--- src/design/mac_reg_pkg.sv ---
package mac_reg_pkg;

    localparam logic [11:0] addr_status = 12'h000;
    localparam logic [11:0] addr_txlen  = 12'h004;
    localparam logic [11:0] addr_txfifo = 12'h008;
    localparam logic [11:0] addr_txctrl = 12'h00C;
    localparam logic [11:0] addr_txdis  = 12'h010;
    localparam logic [11:0] addr_rxlen  = 12'h014;
    localparam logic [11:0] addr_rxfifo = 12'h018;
    localparam logic [11:0] addr_rxctrl = 12'h01C;
    localparam logic [11:0] addr_rxdis  = 12'h020;
    localparam logic [11:0] addr_ie     = 12'h024;
    localparam logic [11:0] addr_ip     = 12'h028;

    typedef struct packed {
        logic        psel;
        logic        penable;
        logic        pwrite;
        logic [11:0] paddr;
        logic [31:0] pwdata;
    } apb_req_t;

    // one-cycle strobes from the register block
    typedef struct packed {
        logic        len_wr;
        logic        ctrl_wr;
        logic        word_wr;
        logic        dis;
        logic [31:0] wdata;
    } tx_cmd_t;

    typedef struct packed {
        logic ctrl_wr;
        logic word_rd;
        logic dis;
        logic wdata0;
    } rx_cmd_t;

    typedef struct packed {
        logic [10:0] tx_len;
        logic        tx_en;
        logic        busy;
    } tx_status_t;

    typedef struct packed {
        logic [10:0] rx_len;
        logic        rx_en;
        logic        busy;
        logic        frame_ready;
        logic [31:0] rx_data;
    } rx_status_t;

endpackage

--- src/design/mac_apb_regs.sv ---
`timescale 1ns/100ps

module mac_apb_regs (
    input  logic                    clk,
    input  logic                    sw_rstn,
    input  mac_reg_pkg::apb_req_t   apb,
    input  mac_reg_pkg::tx_status_t tx_status,
    input  mac_reg_pkg::rx_status_t rx_status,
    output logic [31:0]             prdata,
    output logic                    pready,
    output logic                    pslverr,
    output mac_reg_pkg::tx_cmd_t    tx_cmd,
    output mac_reg_pkg::rx_cmd_t    rx_cmd,
    output logic                    irq
);
    import mac_reg_pkg::*;

    logic        setup;
    logic        wr;
    logic        rd;
    logic        tx_ie;
    logic        rx_ie;
    logic        tx_ip;
    logic        rx_ip;
    logic [31:0] rdata;

    // decode in the setup phase, strobes last one cycle
    assign setup = apb.psel && !apb.penable;
    assign wr    = setup && apb.pwrite;
    assign rd    = setup && !apb.pwrite;

    assign tx_cmd.len_wr  = wr && apb.paddr == addr_txlen;
    assign tx_cmd.ctrl_wr = wr && apb.paddr == addr_txctrl;
    assign tx_cmd.word_wr = wr && apb.paddr == addr_txfifo;
    assign tx_cmd.dis     = wr && apb.paddr == addr_txdis;
    assign tx_cmd.wdata   = apb.pwdata;

    assign rx_cmd.ctrl_wr = wr && apb.paddr == addr_rxctrl;
    assign rx_cmd.word_rd = rd && apb.paddr == addr_rxfifo;
    assign rx_cmd.dis     = wr && apb.paddr == addr_rxdis;
    assign rx_cmd.wdata0  = apb.pwdata[0];

    assign pready  = 1'b1;
    assign pslverr = 1'b0;

    always_ff @(posedge clk or negedge sw_rstn) begin
        if (!sw_rstn) begin
            tx_ie <= 1'b0;
            rx_ie <= 1'b0;
        end else if (wr && apb.paddr == addr_ie) begin
            tx_ie <= apb.pwdata[0];
            rx_ie <= apb.pwdata[1];
        end
    end

    assign tx_ip = !tx_status.busy;
    assign rx_ip = rx_status.frame_ready;
    assign irq   = (tx_ip && tx_ie) || (rx_ip && rx_ie);

    always_comb begin
        rdata = '0;
        case (apb.paddr)
            addr_status: rdata = {tx_status.busy, rx_status.busy, 30'b0};
            addr_txlen:  rdata = {21'b0, tx_status.tx_len};
            addr_txfifo: rdata = {32{tx_status.tx_len == '0}};
            addr_txctrl: rdata = {31'b0, tx_status.tx_en};
            addr_rxlen:  rdata = {21'b0, rx_status.rx_len};
            addr_rxfifo: rdata = rx_status.rx_data;
            addr_rxctrl: rdata = {31'b0, rx_status.rx_en};
            addr_ie:     rdata = {30'b0, rx_ie, tx_ie};
            addr_ip:     rdata = {30'b0, rx_ip, tx_ip};
            default:     rdata = '0;
        endcase
    end

    // captured at setup, held through the access phase
    always_ff @(posedge clk or negedge sw_rstn) begin
        if (!sw_rstn) begin
            prdata <= '0;
        end else if (rd) begin
            prdata <= rdata;
        end
    end

endmodule

--- config.mk ---
export PLATFORM = sky130hd
export DESIGN_NAME = mac_apb_regs
export DESIGN_NICKNAME = d
export VERILOG_FILES = /design/src/design/mac_reg_pkg.sv /design/src/design/mac_apb_regs.sv
export SDC_FILE = /design/constraint.sdc
export NUM_CORES = 1
export LEC_CHECK = 0
export BUFFER_PORTS_ARGS = -buffer_cell sky130_fd_sc_hd__buf_2
export CORE_ASPECT_RATIO = 1.5
export CORE_MARGIN = 3
export CORE_UTILIZATION = 35
export CTS_BUF_LIST = sky130_fd_sc_hd__clkbuf_2
export CTS_CLUSTER_SIZE = 40
export DETAILED_ROUTE_END_ITERATION = 8
export PLACE_DENSITY = 0.73
export SETUP_SLACK_MARGIN = 0.1
export SYNTH_ARGS = -nofsm -noshare
export SYNTH_HDL_FRONTEND = slang
export SYNTH_SLANG_ARGS = --single-unit
--- constraint.sdc ---
create_clock -name clk -period 7.1 [get_ports clk]
set_input_delay 1.42 -clock clk [delete_from_list [all_inputs] [get_ports clk]]
set_output_delay 1.42 -clock clk [all_outputs]
set_load 0.02 [all_outputs]
* After elaboration in Yosys (flattened, before gate mapping) *
Cells that the tools add are included.

word-level totals
  memory bits (read-only) = 0
  register bits = 34
  latch bits = 0
  input bits = 108
  word-level logic and storage cells = 33
  memories = 0
  bits in writable memories = 0
  output and inout bits = 75

operators by class
  $add $sub $neg = 0
  reductions and logical operators = 19
  bitwise operators = 0
  muxes and demuxes = 1
  div/mod/pow operators = 0
  eq/ne operators = 10
  shift operators = 0
  order comparisons = 0
  multipliers = 0

operators by type and width
  operator                                                           count
  32-bit one-hot mux with 9 select lines                             1
  12-bit by 5-bit == test with 1-bit output (second input constant)  4
  12-bit by 6-bit == test with 1-bit output (second input constant)  3
  12-bit by 4-bit == test with 1-bit output (second input constant)  2
  1-bit logical AND                                                  13
  12-bit by 3-bit == test with 1-bit output (second input constant)  1
  12-bit zero test                                                   1
  11-bit zero test                                                   1
  1-bit zero test                                                    3
  1-bit logical OR                                                   1

* Logic depth before layout (Yosys ltp) *
  depth after elaboration = 4
  gate-level depth with buffers = 7
  mapped depth without buffers = 5

* Least setup slack after synthesis *
OpenSTA, ideal clock, no wires.

  path kind = input to output
  start = input port apb[39] in the netlist's numbering
  end = output port rx_cmd[3] in the netlist's numbering
  stages on the path = 5
  data arrival time = 3062 ps
  buffers on the path = 1
  required time = 5680 ps
  setup slack = 2618 ps
  cells stage by stage = or4_1 > buf_4 > nor2_1 > nand2_1 > nor4_1

RTL lines
  item         RTL line            text
  from (decl)  mac_apb_regs.sv:6   input mac_reg_pkg::apb_req_t apb,
  to (decl)    mac_apb_regs.sv:13  output mac_reg_pkg::rx_cmd_t rx_cmd,

==> key figures <==
Detailed routing
  – Routed wire per std cell: 16.2 um
  – DRC violations left: 0
  – Routed vias: 2,232
  – ANT nets after route: 0
  – Total iterations of the first detailed-routing run: 4
  – Wirelength, routed: 6770 um
  – Vias per cell: roughly 5.3
  – Initial DRC count: approximately 90

Final layout
  – Share of layout cells above drive strength 1: 0.420
  – Final-layout fill cell count: ~670
  – Final Non-Filler Cells: 419
  – Post-layout nets: approximately 450
  – Area grow syn2layout: 18.0%
  – Antenna cells: 0

Synthesis
  – Top-count cell post-synth: buf_4
  – Share of the synthesized area in the top cell type: 0.372
  – Synth top area cells: dfrtp_1 (37%), buf_4 (12%), nand2_1 (6.1%)
  – Syn_nets: roughly 380
  – Syn Std Cell Area: ~2300 um^2
  – Syn_area_per_cell: 8.57 um^2
  – Post-synth EDFFs: 0
  – Synth cell count leaders: buf_4 (38), nand2_1 (37), dfrtp_1 (34), o21ai_1 (25), a21oi_1 (20)
  – Netlist cell types: just over 40
  – Gate Count Post-Synth: 267
  – Register bit count reported by yosys: 34
  – Sequential fraction of the synthesis area: 0.372
  – Area leader, netlist: dfrtp_1
  – Warnings, synthesis: 0
  – Post-synth top flop: dfrtp_1
  – Async SR Flop Fraction: 1.00

Worst setup path
  – Worst setup path category: in -> out
  – Max stage delay on crit path: just over 0.7 ns
  – FF-to-FF End: prdata[0]$_DFFE_PN0P_
  – CP most frequent cell: buf_2
  – Crit path DAT: 3.20 ns
  – Reg2reg path depth: 5
  – Req. time, crit path: around 5.7 ns
  – Critical path launch point type: input pin
  – CP max stage cell: or4_1
  – Crit-path cells: buf_2, or4_1, nor4_4, buf_4, nor2b_1, buf_2
  – Crit end category: primary output
  – Reg2Reg Setup Slack: approximately 5.8 ns
  – Worst r2r src: tx_ie$_DFFE_PN0P_
  – Buf+Inv Stages, Crit Path: 3
  – Worst Path Max Fanout: 22
  – Worst path top cell family by delay: simple AND/OR/NAND/NOR gates

Clocking
  – CTS Buffer Depth: 2
  – Post-CTS sizing: 0
  – Clk slew on worst S/H paths: about 0.17 ns
  – Postcts setup bufs: 0
  – CTS sink count: 34
  – TritonCTS Buffers: 5
  – Cts hold-fix bufs: 0
  – TritonCTS clock tree: done
  – H-tree depth: 2
  – Insertion delay to the later sink of the worst-skew pair: approximately 0.35 ns
  – Root buffer cell: clkbuf_2

Global route
  – Gr usage total: 0.179
  – Vias in the first global route: approximately 2,100
  – Initial antenna violation count: 0
  – Largest net degree at the start of global routing: 53
  – Overflow after GRT: 0
  – First-pass GRT wire length: between 10,000 and 15,000 um

Die
  – Initial Utilization: 0.365
  – IO Pins: approximately 180
  – DIE AREA: 7560 um^2
  – Die Wd: 72.0 um
  – Core area: about 6300 um^2
  – Chip height: roughly 110 um
  – Rows: 35

Timing
  – Unrepaired setup endpoints after global routing: false
  – Fmax: roughly 220 MHz
  – Final TNS setup: 0 ns
  – Final setup vio count: 0
  – Slew HR: 0.447
  – Worst-Margin Slew: 0.822 ns
  – Final Skew: 0.000538 ns
  – Tmin final: 4.62 ns
  – Tcrit/Tclk final: 0.651
  – Final Hold Vio Count: 0
  – Final Slew Violations: 0

Power and ir drop
  – Peak supply drop: around 51 uV
  – Total power: between 0.3 and 0.4 mW
  – Leakage: 1.36 nW
  – PD cells: around 120 nW/um^2

Placed design
  – Number of cells after detailed placement: between 400 and 500
  – Placer Congestion: 0.907
  – DPL Wire Length: approximately 5400 um
  – # port buffers: 120

Status
  – Status: completed

Min path
  – Hold path cells: 1
  – Hold crit path type: reg -> reg
  – Hold EP: prdata[30]$_DFFE_PN0P_
  – Hold Startpoint: prdata[30]$_DFFE_PN0P_

Flow run
  – Max Cap Viol: 0
==> layer usage <==
layer	GRT usage	part of all wire	wire length, um
met1	0.205	0.37	2480
met3	0.0212	0.064	431
met5	0	0	0
met4	0.122	0.061	412
met2	0.301	0.51	3440
==> per-stage QoR <==
| stage | worst slack, ns | util | instance area (um^2) | hold WS (ns) |
|---|---|---|---|---|
| final | 2.48 | 0.431 | 2700 | 0.501 |
| after global routing | 2.36 | 0.431 | 2700 | 0.531 |
| after CTS | 2.46 | 0.431 | 2700 | 0.507 |
| after detailed placement | 2.45 | 0.425 | 2660 | 0.468 |
| after global placement | 2.53 | 0.425 | 2660 | 0.458 |
| after floorplan | 2.62 | - | 2290 | 0.502 |
==> layout make-up <==
class,count,area (um^2),area share
multi-input combinational,179,1100,0.406
sequential,34,851,0.315
timing repair buffer,122,616,0.228
tap,74,92.6,0.0343
clock buffer,5,25.0,0.00927
clock inverter,3,11.3,0.00417
inverter,2,7.51,0.00278
==> report_power, final <==
| part | switching [mW] | internal (mW) | total [mW] | leakage (nW) |
|---|---|---|---|---|
| registers | 0.0000305 | 0.194 | 0.194 | 0.475 |
| logic | 0.0318 | 0.0253 | 0.0571 | 0.856 |
| clock network | 0.0627 | 0.0211 | 0.0838 | 0.0255 |
| total | 0.0946 | 0.240 | 0.335 | 1.36 |
==> worst max-delay path by stage <==
stage | start | to | slack (ns) | cells past startpoint
3_5_place_dp | apb[39] | rx_cmd[2] | 2.45 | 6
5_1_grt | apb[39] | rx_cmd[2] | 2.36 | 6
6_report | apb[39] | rx_cmd[2] | 2.48 | 6
3_3_place_gp | apb[39] | rx_cmd[2] | 2.53 | 6
4_1_cts | apb[39] | rx_cmd[2] | 2.46 | 6
2_1_floorplan | apb[39] | rx_cmd[3] | 2.62 | 5
==> registers in the layout, indices dropped and copies added (netlist names) <==
register  cells
prdata       32
rx_ie         1
tx_ie         1
==> cells by family after synthesis <==
family,share of synthesized area
buf+inv,0.153
compound gates,0.208
other cells,0.00328
simple gates,0.221
flops,0.372
mux,0.0437
==> cells in the final DEF (no fill, tap or decap), drive strengths merged, types with 2 or more instances in the layout <==
cell      n
nand4     3
dfrtp    34
inv       2
clkbuf    5
or2       3
a221oi    6
a31oi     3
nor2      9
a22o      9
a22oi     3
clkinv    3
nand2b    6
or4       3
a21oi    20
mux2      8
nand2    37
buf     122
nor3      7
nor2b     4
nor4      6
nand3     4
conb      2
a21o      4
nand3b    3
or4b      2
o21ai    28
==> worst register-to-register path, cell delays in order, from the launching register on <==
cell	delay (ns)
dfrtp_1	0.44
nand2b_1	0.08
a21o_1	0.12
o32ai_1	0.08
a221oi_1	0.34
o21ai_1	0.09
Note: power is estimated with default switching activity, not from simulation.
